$ cat config.mk
export PLATFORM = sky130hd
export DESIGN_NAME = surf_cout_interface
export DESIGN_NICKNAME = d
export VERILOG_FILES = /design/src/surf_cout_pkg.sv /design/src/surf_capture_if.sv /design/src/surf_cout_parallelizer.sv /design/src/surf_byte_capture.sv /design/src/surf_capture_hold.sv /design/src/surf_cout_interface.sv
export VERILOG_INCLUDE_DIRS = /design/src
export SDC_FILE = /design/constraint.sdc
export NUM_CORES = 1
export LEC_CHECK = 0
export ABC_CLOCK_PERIOD_IN_PS = 2000
export BUFFER_PORTS_ARGS = -buffer_cell sky130_fd_sc_hd__buf_2
export CORE_MARGIN = 2
export CORE_UTILIZATION = 30
export CTS_BUF_LIST = sky130_fd_sc_hd__clkbuf_16
export DETAILED_ROUTE_END_ITERATION = 7
export GPL_TIMING_DRIVEN = 1
export PLACE_DENSITY = 0.49
export RECOVER_POWER = 50
export SETUP_SLACK_MARGIN = 0.1
export SYNTH_ARGS = -nofsm -noshare
export SYNTH_HDL_FRONTEND = slang
export SYNTH_SLANG_ARGS = --single-unit
$ cat constraint.sdc
create_clock -name sysclk_i -period 2 [get_ports sysclk_i]
set_input_delay 0 -clock sysclk_i [delete_from_list [all_inputs] [get_ports sysclk_i]]
set_output_delay 0 -clock sysclk_i [all_outputs]
set_load 0.02 [all_outputs]
$ cat src/surf_cout_params.svh
`ifndef SURF_COUT_PARAMS_SVH
`define SURF_COUT_PARAMS_SVH

// training word that the command lane carries during alignment
`define SURF_COUT_TRAIN 32'hA55AF00F

// training byte on the data lane; the off-phase byte is its complement
`define SURF_DOUT_TRAIN 8'hD3

// nibbles per command word, which is also the length of the phase counter
`define SURF_COUT_PHASES 8

// error counters stop here instead of wrapping
`define SURF_ERRCNT_MAX 255

`endif

$ cat src/surf_cout_pkg.sv
`include "surf_cout_params.svh"

package surf_cout_pkg;

    // one sample of the command lane per sysclk
    typedef logic [3:0] cout_nibble_t;

    // a full command word is built from one nibble per phase
    typedef logic [`SURF_COUT_PHASES*4-1:0] cout_word_t;

    // one sample of the data lane per sysclk
    typedef logic [7:0] dout_byte_t;

    // phase counter and the offset it reloads on sync
    typedef logic [$clog2(`SURF_COUT_PHASES)-1:0] cout_phase_t;

    // wide enough to hold the saturation value
    typedef logic [$clog2(`SURF_ERRCNT_MAX+1)-1:0] err_count_t;

endpackage

$ cat src/surf_capture_if.sv
// one aligned lane, from its aligner to the block that holds captures
interface surf_capture_if #(
    parameter type payload_t = surf_cout_pkg::cout_word_t
);

    // aligned value, only meaningful while valid is high
    payload_t data;
    // single-cycle strobe for each new aligned value
    logic     valid;
    // mismatch against the training pattern, qualified by valid
    logic     biterr;
    // pattern checking is only done while this is high
    logic     enable;

    modport src (
        output data,
        output valid,
        output biterr,
        input  enable
    );

    modport dst (
        input  data,
        input  valid,
        input  biterr,
        output enable
    );

endinterface

$ cat src/surf_cout_parallelizer.sv
`include "surf_cout_params.svh"

// builds 32-bit command words out of the nibble stream
module surf_cout_parallelizer (
    input  logic                        sysclk_i,
    input  logic                        rst_i,
    input  logic                        sync_i,
    input  surf_cout_pkg::cout_phase_t  cout_offset_i,
    input  surf_cout_pkg::cout_nibble_t cout_i,
    surf_capture_if.src                 out
);

    localparam int WORD_W = $bits(surf_cout_pkg::cout_word_t);
    localparam int NIB_W  = $bits(surf_cout_pkg::cout_nibble_t);

    localparam surf_cout_pkg::cout_phase_t LAST_PHASE =
        surf_cout_pkg::cout_phase_t'(`SURF_COUT_PHASES - 1);

    surf_cout_pkg::cout_phase_t phase_q;
    surf_cout_pkg::cout_word_t  shift_q;
    surf_cout_pkg::cout_word_t  shift_next;
    logic                       word_done;

    // newest nibble enters at the bottom, so the oldest ends up on top
    assign shift_next = {shift_q[WORD_W-NIB_W-1:0], cout_i};

    // the word closes on the edge where the counter sits at its last phase
    assign word_done = (phase_q == LAST_PHASE);

    // software sweeps the offset to move the word boundary,
    // one nibble per step
    always_ff @(posedge sysclk_i) begin
        if (rst_i) begin
            phase_q <= '0;
        end else if (sync_i) begin
            phase_q <= cout_offset_i;
        end else begin
            phase_q <= phase_q + 1'b1;
        end
    end

    always_ff @(posedge sysclk_i) begin
        shift_q <= shift_next;
    end

    always_ff @(posedge sysclk_i) begin
        if (word_done) begin
            out.data <= shift_next;
        end
    end

    // valid and biterr line up with the registered word
    always_ff @(posedge sysclk_i) begin
        if (rst_i) begin
            out.valid  <= 1'b0;
            out.biterr <= 1'b0;
        end else begin
            out.valid  <= word_done;
            out.biterr <= word_done && out.enable &&
                          (shift_next != `SURF_COUT_TRAIN);
        end
    end

endmodule

$ cat src/surf_byte_capture.sv
`include "surf_cout_params.svh"

// takes one data byte out of every two cycles on the selected phase
module surf_byte_capture (
    input  logic                      sysclk_i,
    input  logic                      rst_i,
    input  logic                      sync_i,
    input  logic                      dout_capture_phase_i,
    input  surf_cout_pkg::dout_byte_t dout_i,
    surf_capture_if.src               out
);

    logic phase_q;
    logic take;

    // the byte is taken when the toggle agrees with the requested phase
    assign take = (phase_q == dout_capture_phase_i);

    // sync lines the toggle up with the requested phase,
    // so the first capture comes on the edge after sync
    always_ff @(posedge sysclk_i) begin
        if (rst_i) begin
            phase_q <= 1'b0;
        end else if (sync_i) begin
            phase_q <= dout_capture_phase_i;
        end else begin
            phase_q <= ~phase_q;
        end
    end

    always_ff @(posedge sysclk_i) begin
        if (take) begin
            out.data <= dout_i;
        end
    end

    always_ff @(posedge sysclk_i) begin
        if (rst_i) begin
            out.valid  <= 1'b0;
            out.biterr <= 1'b0;
        end else begin
            out.valid  <= take;
            // on the wrong phase the training stream shows its complement
            out.biterr <= take && out.enable && (dout_i != `SURF_DOUT_TRAIN);
        end
    end

endmodule

$ cat src/surf_capture_hold.sv
`include "surf_cout_params.svh"

// holds one aligned value per software request and counts bit errors
module surf_capture_hold #(
    parameter type payload_t = surf_cout_pkg::cout_word_t
) (
    input  logic                      sysclk_i,
    input  logic                      rst_i,
    input  logic                      enable_i,
    input  logic                      capture_req_i,
    output logic                      capture_ack_o,
    output payload_t                  data_o,
    output surf_cout_pkg::err_count_t errcnt_o,
    surf_capture_if.dst               in
);

    localparam surf_cout_pkg::err_count_t ERR_MAX =
        surf_cout_pkg::err_count_t'(`SURF_ERRCNT_MAX);

    logic grab;
    logic release_ack;

    // the aligner checks its pattern only while software enables it
    assign in.enable = enable_i;

    // a pending request is served by the next value the aligner produces
    assign grab        = capture_req_i && !capture_ack_o && in.valid;
    assign release_ack = capture_ack_o && !capture_req_i;

    always_ff @(posedge sysclk_i) begin
        if (rst_i) begin
            capture_ack_o <= 1'b0;
        end else if (grab) begin
            capture_ack_o <= 1'b1;
        end else if (release_ack) begin
            capture_ack_o <= 1'b0;
        end
    end

    // stays put between captures, software reads it while ack is high
    always_ff @(posedge sysclk_i) begin
        if (grab) begin
            data_o <= in.data;
        end
    end

    // each completed handshake starts a fresh error window
    always_ff @(posedge sysclk_i) begin
        if (rst_i) begin
            errcnt_o <= '0;
        end else if (release_ack) begin
            errcnt_o <= '0;
        end else if (in.biterr && (errcnt_o != ERR_MAX)) begin
            errcnt_o <= errcnt_o + 1'b1;
        end
    end

endmodule

$ cat src/surf_cout_interface.sv
// receive side of the training link: command and data lane alignment
module surf_cout_interface (
    input  logic                        sysclk_i,
    input  logic                        rst_i,
    input  logic                        sync_i,

    input  surf_cout_pkg::cout_nibble_t cout_i,
    // straight on to the downstream transmitter
    output surf_cout_pkg::cout_nibble_t cout_o,
    input  surf_cout_pkg::cout_phase_t  cout_offset_i,
    input  logic                        cout_enable_i,
    input  logic                        cout_capture_req_i,
    output logic                        cout_capture_ack_o,
    output logic                        cout_biterr_o,
    output surf_cout_pkg::cout_word_t   cout_data_o,
    output surf_cout_pkg::err_count_t   cout_errcnt_o,

    input  surf_cout_pkg::dout_byte_t   dout_i,
    input  logic                        dout_capture_phase_i,
    input  logic                        dout_enable_i,
    input  logic                        dout_capture_req_i,
    output logic                        dout_capture_ack_o,
    output logic                        dout_biterr_o,
    output surf_cout_pkg::dout_byte_t   dout_data_o,
    output surf_cout_pkg::err_count_t   dout_errcnt_o
);

    surf_capture_if #(.payload_t(surf_cout_pkg::cout_word_t)) cout_if ();
    surf_capture_if #(.payload_t(surf_cout_pkg::dout_byte_t)) dout_if ();

    // the nibble is forwarded untouched; only training uses the words
    assign cout_o = cout_i;

    assign cout_biterr_o = cout_if.biterr;
    assign dout_biterr_o = dout_if.biterr;

    surf_cout_parallelizer u_cout_par (
        .sysclk_i      (sysclk_i),
        .rst_i         (rst_i),
        .sync_i        (sync_i),
        .cout_offset_i (cout_offset_i),
        .cout_i        (cout_i),
        .out           (cout_if.src)
    );

    surf_capture_hold #(.payload_t(surf_cout_pkg::cout_word_t)) u_cout_hold (
        .sysclk_i      (sysclk_i),
        .rst_i         (rst_i),
        .enable_i      (cout_enable_i),
        .capture_req_i (cout_capture_req_i),
        .capture_ack_o (cout_capture_ack_o),
        .data_o        (cout_data_o),
        .errcnt_o      (cout_errcnt_o),
        .in            (cout_if.dst)
    );

    surf_byte_capture u_dout_cap (
        .sysclk_i             (sysclk_i),
        .rst_i                (rst_i),
        .sync_i               (sync_i),
        .dout_capture_phase_i (dout_capture_phase_i),
        .dout_i               (dout_i),
        .out                  (dout_if.src)
    );

    surf_capture_hold #(.payload_t(surf_cout_pkg::dout_byte_t)) u_dout_hold (
        .sysclk_i      (sysclk_i),
        .rst_i         (rst_i),
        .enable_i      (dout_enable_i),
        .capture_req_i (dout_capture_req_i),
        .capture_ack_o (dout_capture_ack_o),
        .data_o        (dout_data_o),
        .errcnt_o      (dout_errcnt_o),
        .in            (dout_if.dst)
    );

endmodule

==> metrics, run 1 <==
Post-synth EDFFs 80; layout cells sized above 1 19.3%; flops & latches, synth 134; Pleak 2.12 nW; vias in the first global route 2,625; CP max-delay cell dlygate4sd3_1; H-Tree Depth 4; Area growth syn-to-layout 33.4%; All-Layer GR Usage 11.1%; Data required, critical path 2290 ps; crit path max fanout 2; hpwl dp 5460 microns; Clock Sinks 134; antenna violations before repair 0; crit path capture type register; fin. max-slew vios 0; placed cell areas 5010 sq um; GRT overflow 0; port bufs 86; Max Fclk 566 MHz; Largest stage delay, worst path 560 ps; Routed WL 8200 microns; net switching power 1.26 mW; combinational power share 3.0%; Critical Path Start Type register; Initial Utilization 30.3%; antenna-violating nets left 0; crit path DAT 2060 ps; Clk pwr share 47.8%; DR iter-0 viols 170; worst-case headroom to the max-slew limit 40.9%; worst vdd ir 0.490 mV; commonest non-fill, non-tap cells in the layout edfxtp_1, dfxtp_1, buf_2, clkbuf_1, dlygate4sd3_1; first-pass GRT wire length 13,100 microns; TritonCTS clock tree yes; outcome finished, final reports clean; min Tclk post-route 1770 ps; Most used DFF post-synth edfxtp_1; worst-skew pair later-pin latency 410 ps; Vias 2,650; internal power 4.90 mW; CTS root buf clkbuf_16; Cells after Synth 259; largest net degree at the start of global routing 33; ant diodes 0; Avg WL per Cell 14.0 microns; actual slew at the worst max-slew pin 880 ps; sw frac 20.4%; Post-Syn Area 4350 sq um; DR pass1 iterations 4; # IOs 87; worst path cell trace nor2_1, a21oi_1, dlygate4sd3_1, nor2_1, dlygate4sd3_1; synth warn 0; clock skew 5.15 ps; post-route clock period utilization 88.3%; Seq pwr share 49.2%; maximum clock insertion buffer count 2; commonest non-fill, non-tap cell in the layout edfxtp_1; CP Class register to register; floorplan row count 44; die height 124 microns; setup tns final 0 ps; count of final hold-check violations 0; via/cell ratio 4.54; post_cts resized 0; CORE AREA 14,400 sq um; Max Cap Violations 0; Post-layout nets 414; clock-pin slew on the worst setup and hold paths 60 ps; DIE WIDTH 124 microns; RSZ-0062 raised after global routing no; routability cong. 0.780; post-synthesis sequential area ratio 80.0%; endpoints failing setup 0; Synth async-reset ratio 0%; syn_nets 286; die area 15,500 sq um; final instance area 5810 sq um; detailed-route DRC error count 0; library cells used by synthesis 43; Worst Hold Class input pin to register; TritonCTS buffer count 17; PwrDens 1060 nW/um^2; Post-Syn Area per Cell 16.8 sq um
## final cells by class
type | count | area, sq um
clock buffer | 17 | 425
clock inverter | 15 | 140
fill | 1349 | 8560
inverter | 7 | 26.3
multi-input combinational | 110 | 796
sequential | 134 | 3480
tap | 184 | 230
timing repair buffer | 117 | 707
## final timing paths
| path | startpoint | to | slack [ps] | cells after the start |
|---|---|---|---|---|
| setup / recovery | u_cout_par.phase_q[0]$_SDFF_PP0_ | u_cout_par.phase_q[0]$_SDFF_PP0_ | 230 | 5 |
| hold reg to reg | u_cout_par.shift_q[13]$_DFF_P_ | u_cout_par.shift_q[17]$_DFF_P_ | 360 | 0 |
| hold / removal | cout_i[0] | u_cout_par.shift_q[0]$_DFF_P_ | 330 | 2 |
| setup reg to reg | u_cout_par.phase_q[0]$_SDFF_PP0_ | u_cout_par.phase_q[0]$_SDFF_PP0_ | 230 | 5 |
## per-layer routing
| layer | global-route usage, % | up-vias | share of wire (%) |
|---|---|---|---|
| met1 | 13.9 | 1276 | 47 |
| met5 | 0 | - | 0 |
| met2 | 16.4 | 79 | 45 |
| li1 | - | 1278 | - |
| met4 | 6.15 | 0 | 2.3 |
| met3 | 4.60 | 17 | 5.8 |
## critical path, delay by kind of cell, from the launching register on
family | cells | cell delay, ps
buffers and inverters | 2 | 1120
AND/OR/NAND/NOR | 2 | 90
flip-flops | 1 | 340
AO/OA/AOI/OAI | 1 | 110
## cell usage after synthesis, types with 4 or more instances
cell | number | area, sq um
a211oi_1 | 5 | 37.5
nor4bb_1 | 4 | 40.0
and4_1 | 5 | 43.8
a21oi_1 | 8 | 40.0
nand3_1 | 5 | 25.0
nand4_1 | 6 | 37.5
mux2i_1 | 9 | 90.1
nor2_1 | 10 | 37.5
and3_1 | 5 | 31.3
edfxtp_1 | 80 | 2400
a211o_1 | 5 | 43.8
nor3_1 | 6 | 30.0
inv_1 | 7 | 26.3
o211ai_1 | 9 | 67.6
ha_1 | 4 | 50.1
buf_4 | 4 | 30.0
dfxtp_1 | 54 | 1080
## cell families (layout without fill, tap and decap cells)
group,Yosys count,after routing,synth area share [%]
flip-flops,134,134,80.0
AND/OR/NAND/NOR,54,54,7.50
AO/OA/AOI/OAI,42,42,7.36
buffers and inverters,15,156,1.70
multiplexers,9,9,2.07
adder cells (fa/ha/maj),4,4,1.15
XOR/XNOR,1,1,0.201
## repair_timing
| item | CTS | global route |
|---|---|---|
| hold buffers | 29 | 0 |
| endpoints found under the setup margin | 0 | 0 |
| endpoints found under the hold margin | 30 | 0 |
| setup buffers | 0 | 0 |
## power by group through the flow
stage	Sequential [mW]	Clock (mW)	Combinational (mW)
floorplan	3.09	0	0.0696
global placement	3.09	0	0.140
detailed placement	3.09	0	0.142
CTS	3.03	3.01	0.192
global route	3.04	3.15	0.203
finish	3.03	2.94	0.185
## sequential cells by signal, indices dropped and copies added, names as in the netlist, 3 cells and up
register and count:
u_dout_hold.errcnt_o 8, u_cout_par.phase_q 3, u_cout_par.shift_q 28, u_cout_hold.errcnt_o 8
u_cout_hold.data_o 32, u_dout_cap.out.data 8, u_dout_hold.data_o 8, u_cout_par.out.data 32
## per-stage QoR
| stage | util, % | std cells | power (mW) | hold slack [ps] | setup WS, ps |
|---|---|---|---|---|---|
| final | 40.4 | 584 | 6.15 | 332 | 233 |
| after global routing | 40.4 | 584 | 6.39 | 338 | 139 |
| after CTS | 40.8 | 584 | 6.23 | 250 | 255 |
| after detailed placement | 34.8 | 523 | 3.23 | 158 | 554 |
| after global placement | 34.8 | 523 | 3.23 | 152 | 590 |
| after floorplan | - | 259 | 3.16 | 27.7 | 189 |
Note: power is estimated with default switching activity, not from simulation.
==> run 2, diff against run 1 <==
PLACE_DENSITY = unset   (was 0.49)
==> run 2 against run 1 <==
  * First-iteration DRC count shrank 15%
  * Critical path type unchanged
  * Total power up 1.7%
  * Highest routed layer unchanged
  * Clock skew grew 2.6 ps
==> metrics, run 2 (synthesized netlist as in run 1, its figures left out) <==
outcome finished, final reports clean (unchanged); largest net degree at the start of global routing 34 (was 33); Pleak 2.13 nW (was 2.12 nW); PwrDens 1080 nW/um^2 (was 1060 nW/um^2); min Tclk post-route 1750 ps (was 1770 ps); DR pass1 iterations 4 (unchanged); Initial Utilization 30.3% (unchanged); count of final hold-check violations 0 (unchanged); All-Layer GR Usage 11.1% (about the same); H-Tree Depth 4 (unchanged); # IOs 87 (unchanged); clock-pin slew on the worst setup and hold paths 60 ps (about the same); Clock Sinks 134 (unchanged); Post-layout nets 413 (was 414); crit path capture type register (unchanged); port bufs 86 (unchanged); Worst Hold Class input pin to register (unchanged); crit path DAT 2040 ps (was 2060 ps); clock skew 7.79 ps (was 5.15 ps); worst vdd ir 0.389 mV (was 0.490 mV); CORE AREA 14,400 sq um (unchanged); RSZ-0062 raised after global routing no (unchanged); setup bufs post-CTS 0 (unchanged); Routed WL 8310 microns (was 8200 microns); setup tns final 0 ps (unchanged); fin. max-slew vios 0 (unchanged); antenna violations before repair 0 (unchanged); TritonCTS clock tree yes (unchanged); final instance area 5810 sq um (about the same); detailed-route DRC error count 0 (unchanged); Hold Path Stages 2 (unchanged); post_cts resized 0 (unchanged); commonest non-fill, non-tap cells in the layout edfxtp_1, dfxtp_1, buf_2 (was edfxtp_1, dfxtp_1, buf_2, clkbuf_1, dlygate4sd3_1); Area growth syn-to-layout 33.5% (was 33.4%); die height 124 microns (unchanged); first-pass GRT wire length 13,300 microns (was 13,100 microns); CP Class register to register (unchanged); CTS root buf clkbuf_16 (unchanged); maximum clock insertion buffer count 2 (unchanged); layout cells sized above 1 20.1% (was 19.3%); TritonCTS buffer count 17 (unchanged); ant diodes 0 (unchanged); antenna-violating nets left 0 (unchanged); die area 15,500 sq um (unchanged); Avg WL per Cell 14.3 microns (was 14.0 microns); Max Fclk 570 MHz (was 566 MHz); crit path max fanout 2 (unchanged); worst-case headroom to the max-slew limit 42.8% (was 40.9%); largest registers u_cout_hold.data_o: 32 flops, u_cout_par.out.data: 32 flops, u_cout_par.shift_q: 28 flops (unchanged); Vias 2,615 (was 2,650); vias in the first global route 2,666 (was 2,625); DR iter-0 viols 144 (was 170); Data required, critical path 2290 ps (about the same); routability cong. 0.839 (was 0.780); Critical Path Start Type register (unchanged); post-route clock period utilization 87.7% (was 88.3%); floorplan row count 44 (unchanged); DIE WIDTH 124 microns (unchanged); placed cell areas 4990 sq um (was 5010 sq um); GRT overflow 0 (unchanged); worst-skew pair later-pin latency 410 ps (about the same); Max Cap Violations 0 (unchanged); endpoints failing setup 0 (unchanged); via/cell ratio 4.49 (was 4.54); Reg2Reg Depth 5 (unchanged); actual slew at the worst max-slew pin 853 ps (was 880 ps); commonest non-fill, non-tap cell in the layout edfxtp_1 (unchanged); hpwl dp 5360 microns (was 5460 microns)
==> run 2: cell count changes in the layout (fill, tap and decap cells not counted), sizes merged <==
cell / previous run / this run
buf: 45 / 47
clkbuf: 60 / 58
bufinv: 2 / 3
clkinv: 8 / 7
dlygate4sd3: 29 / 28
==> run 2: power by group <==
part,total (mW),leakage [nW],internal (mW),switching [mW]
combinational,0.183,0.659,0.0868,0.0965
clock,3.05,0.295,1.94,1.10
sequential,3.03,1.17,2.99,0.0398
total,6.26,2.13,5.02,1.24
==> run 2: area by class of cell <==
class                   count  area [sq um]
repair buffers            116           687
clock inverters            15           163
multi-input cells         110           796
fillers                  1325          8560
inverters                   7          26.3
well taps                 184           230
clock buffers              17           425
flip-flops and latches    134          3480
==> run 2: per-layer routing <==
layer	share of wire, %	up-vias	global-route usage, %	wire (microns)
met5	0	-	0	0
met1	44	1249	13.2	3660
met4	2.4	0	5.55	203
met2	48	87	17.1	3970
li1	-	1263	-	-
met3	5.8	16	4.98	483
==> run 2: worst paths after layout <==
check / startpoint / endpoint / slack (ps)
min: cout_i[1] / u_cout_par.shift_q[1]$_DFF_P_ / 320
max reg2reg: u_cout_par.phase_q[0]$_SDFF_PP0_ / u_cout_par.phase_q[0]$_SDFF_PP0_ / 250
max: u_cout_par.phase_q[0]$_SDFF_PP0_ / u_cout_par.phase_q[0]$_SDFF_PP0_ / 250
min reg2reg: u_cout_par.shift_q[15]$_DFF_P_ / u_cout_par.shift_q[19]$_DFF_P_ / 360
==> run 2: stage by stage <==
step	hold WS (ps)	cells	util, %	setup WS [ps]	power, mW
2_1_floorplan	27.7	259	-	189	3.16
3_3_place_gp	143	523	34.8	577	3.22
3_5_place_dp	149	523	34.8	549	3.23
4_1_cts	253	584	40.9	260	6.34
5_1_grt	313	583	40.4	170	6.48
6_report	320	583	40.4	247	6.26
==> run 2: what timing repair did <==
action	in CTS	in global routing
hold buffers	29	0
hold endpoints to repair	27	0
endpoints found under the setup margin	0	1
==> run 2: critical path, cell delays in order (launching register included) <==
cell,delay (ps)
dfxtp_1,330
nor2_1,50
a21oi_1,100
dlygate4sd3_1,550
nor2_1,40
dlygate4sd3_1,560
==> run 3, diff against run 2 <==
==> constraint.sdc (replaced) <==
create_clock -name sysclk_i -period 2 [get_ports sysclk_i]
set_input_delay 0.3 -clock sysclk_i [delete_from_list [all_inputs] [get_ports sysclk_i]]
set_output_delay 0.3 -clock sysclk_i [all_outputs]
set_load 0.02 [all_outputs]
==> run 3 against run 2 <==
  * Worst hold slack lost 260 ps
  * Fmax grew 18%
  * Flip-flop and latch count did not move
  * Non-clock buffer count decreased by 27
  * Register-to-register slack improved by 270 ps
  * Count of clock-buffer cells in the layout is the same
  * Critical endpoint is now u_cout_hold.data_o[20]$_DFFE_PP_
==> metrics, run 3 (synthesized netlist as in run 1, its figures left out) <==
antenna violations before repair 0 (unchanged); crit path DAT 1530 ps (was 2040 ps); largest registers u_cout_hold.data_o: 32 flops, u_cout_par.out.data: 32 flops, u_cout_par.shift_q: 28 flops (unchanged); Clk pwr share 49.0% (was 48.6%); TritonCTS clock tree yes (unchanged); internal power 4.99 mW (was 5.02 mW); DR pass1 iterations 4 (unchanged); total power 6.21 mW (was 6.26 mW); setup tns final 0 ps (unchanged); RR Startpoint u_cout_hold.capture_ack_o$_SDFFE_PP0P_ (was u_cout_par.phase_q[0]$_SDFF_PP0_); TritonCTS buffer count 17 (unchanged); placed cell areas 5000 sq um (was 4990 sq um); layout cells sized above 1 25.8% (was 20.1%); detailed-route DRC error count 0 (unchanged); final instance area 5560 sq um (was 5810 sq um); DR iter-0 viols 121 (was 144); reg2reg setup slack 510 ps (was 250 ps); port bufs 86 (unchanged); Critical Path Start Type register (unchanged); reg-to-reg endpoint u_cout_hold.data_o[20]$_DFFE_PP_ (was u_cout_par.phase_q[0]$_SDFF_PP0_); largest net degree at the start of global routing 34 (unchanged); worst setup path end u_cout_hold.data_o[20]$_DFFE_PP_ (was u_cout_par.phase_q[0]$_SDFF_PP0_); PwrDens 1120 nW/um^2 (was 1080 nW/um^2); commonest non-fill, non-tap cells in the layout edfxtp_1, buf_2, dfxtp_1 (was edfxtp_1, dfxtp_1, buf_2); Final Util 38.7% (was 40.4%); Avg WL per Cell 14.1 microns (was 14.3 microns); min Tclk post-route 1490 ps (was 1750 ps); via/cell ratio 4.46 (was 4.49); CP Launch Point u_cout_hold.capture_ack_o$_SDFFE_PP0P_ (was u_cout_par.phase_q[0]$_SDFF_PP0_); worst-skew pair later-pin latency 400 ps (was 410 ps); clock-pin slew on the worst setup and hold paths 60 ps (about the same); die area 15,500 sq um (unchanged); CTS root buf clkbuf_16 (unchanged); Area growth syn-to-layout 27.7% (was 33.5%); maximum clock insertion buffer count 2 (unchanged); RSZ-0062 raised after global routing no (unchanged); fillcell total 1,367 (was 1,325); # IOs 87 (unchanged); setup bufs post-CTS 0 (unchanged); Vias 2,479 (was 2,615); hold_ws 62.7 ps (was 320 ps); DIE WIDTH 124 microns (unchanged); All-Layer GR Usage 10.7% (was 11.1%); vias in the first global route 2,493 (was 2,666); crit path max fanout 32 (was 2); Clock Sinks 134 (unchanged); CORE AREA 14,400 sq um (unchanged); Max Fclk 673 MHz (was 570 MHz); routability cong. 0.827 (was 0.839); outcome finished, final reports clean (unchanged); GRT overflow 0 (unchanged); sw frac 19.7% (was 19.8%); antenna-violating nets left 0 (unchanged); worst-case headroom to the max-slew limit 61.1% (was 42.8%); clock skew 8.40 ps (was 7.79 ps); first-pass GRT wire length 12,900 microns (was 13,300 microns); combinational power share 2.2% (was 2.9%); Worst Hold Class input pin to register (unchanged); worst vdd ir 0.493 mV (was 0.389 mV); Initial Utilization 30.3% (unchanged); crit path capture type register (unchanged); Reg2Reg Depth 3 (was 5); Post-layout nets 386 (was 413); endpoints failing setup 0 (unchanged); fin. max-slew vios 0 (unchanged); commonest non-fill, non-tap cell in the layout edfxtp_1 (unchanged); ant diodes 0 (unchanged); CP Class register to register (unchanged); count of final hold-check violations 0 (unchanged); Max Cap Violations 0 (unchanged); hpwl dp 5350 microns (was 5360 microns); H-Tree Depth 4 (unchanged); net switching power 1.22 mW (was 1.24 mW); post-route clock period utilization 74.3% (was 87.7%); die height 124 microns (unchanged); Routed WL 7860 microns (was 8310 microns); floorplan row count 44 (unchanged); actual slew at the worst max-slew pin 578 ps (was 853 ps); post_cts resized 0 (unchanged); Data required, critical path 2050 ps (was 2290 ps); Seq pwr share 48.8% (was 48.4%); Pleak 2.05 nW (was 2.13 nW); hold buffer count at CTS 0 (was 29)
[run 3: cell types whose count changed in the layout (fill, tap and decap cells not counted)]
cell | previous run | this run
dlygate4sd3_1 | 28 | 0
buf_2 | 45 | 62
clkbuf_1 | 41 | 25
clkinv_2 | 3 | 1
and2_0 | 0 | 1
and2_1 | 1 | 0
clkinv_1 | 2 | 3
clkinvlp_4 | 1 | 2
[run 3: layout make-up]
type | instances | area (sq um) | share of cell area [%]
flip-flops and latches | 134 | 3480 | 62.7
multi-input cells | 110 | 796 | 14.3
repair buffers | 89 | 432 | 7.77
clock buffers | 17 | 425 | 7.66
well taps | 184 | 230 | 4.14
clock inverters | 15 | 164 | 2.95
inverters | 7 | 26.3 | 0.473
[run 3: per-stage QoR]
| step | setup WS (ps) | std cells |
|---|---|---|
| after floorplan | 189 | 259 |
| after global placement | 569 | 524 |
| after detailed placement | 516 | 524 |
| after CTS | 505 | 556 |
| after global routing | 410 | 556 |
| final | 514 | 556 |
[run 3: how the worst min path moves through the flow]
stage                                         from                              to  slack [ps]  cells after the start
CTS                                      cout_i[1]   u_cout_par.shift_q[1]$_DFF_P_          10                      1
global route                             cout_i[1]   u_cout_par.shift_q[1]$_DFF_P_          60                      1
finish                                   cout_i[1]   u_cout_par.shift_q[1]$_DFF_P_          60                      1
global placement     u_cout_par.shift_q[1]$_DFF_P_   u_cout_par.shift_q[5]$_DFF_P_         360                      0
floorplan                                cout_i[0]   u_cout_par.shift_q[0]$_DFF_P_         330                      0
detailed placement  u_cout_par.shift_q[18]$_DFF_P_  u_cout_par.shift_q[22]$_DFF_P_         360                      0
[run 3: critical path: stages (launching register included)]
cell     delay (ps)
dfxtp_1         360
inv_1           180
and3_1          190
buf_4           370
[run 3: power by group through the flow]
stage	logic, mW	clock network, mW	registers, mW
finish	0.136	3.04	3.03
global route	0.152	3.23	3.04
CTS	0.145	3.13	3.03
detailed placement	0.144	0	3.09
global placement	0.140	0	3.09
floorplan	0.0696	0	3.09
[run 3: routing by layer]
metal  vias to the layer above  routed length [microns]  part of all wire [%]  global-route usage (%)
li1                       1216                        -                     -                       -
met1                      1179                     3550                    45                    12.8
met2                        75                     3750                    48                    16.7
met3                         9                      423                   5.4                    3.99
met4                         0                      130                   1.7                    5.55
met5                         -                        0                     0                       0
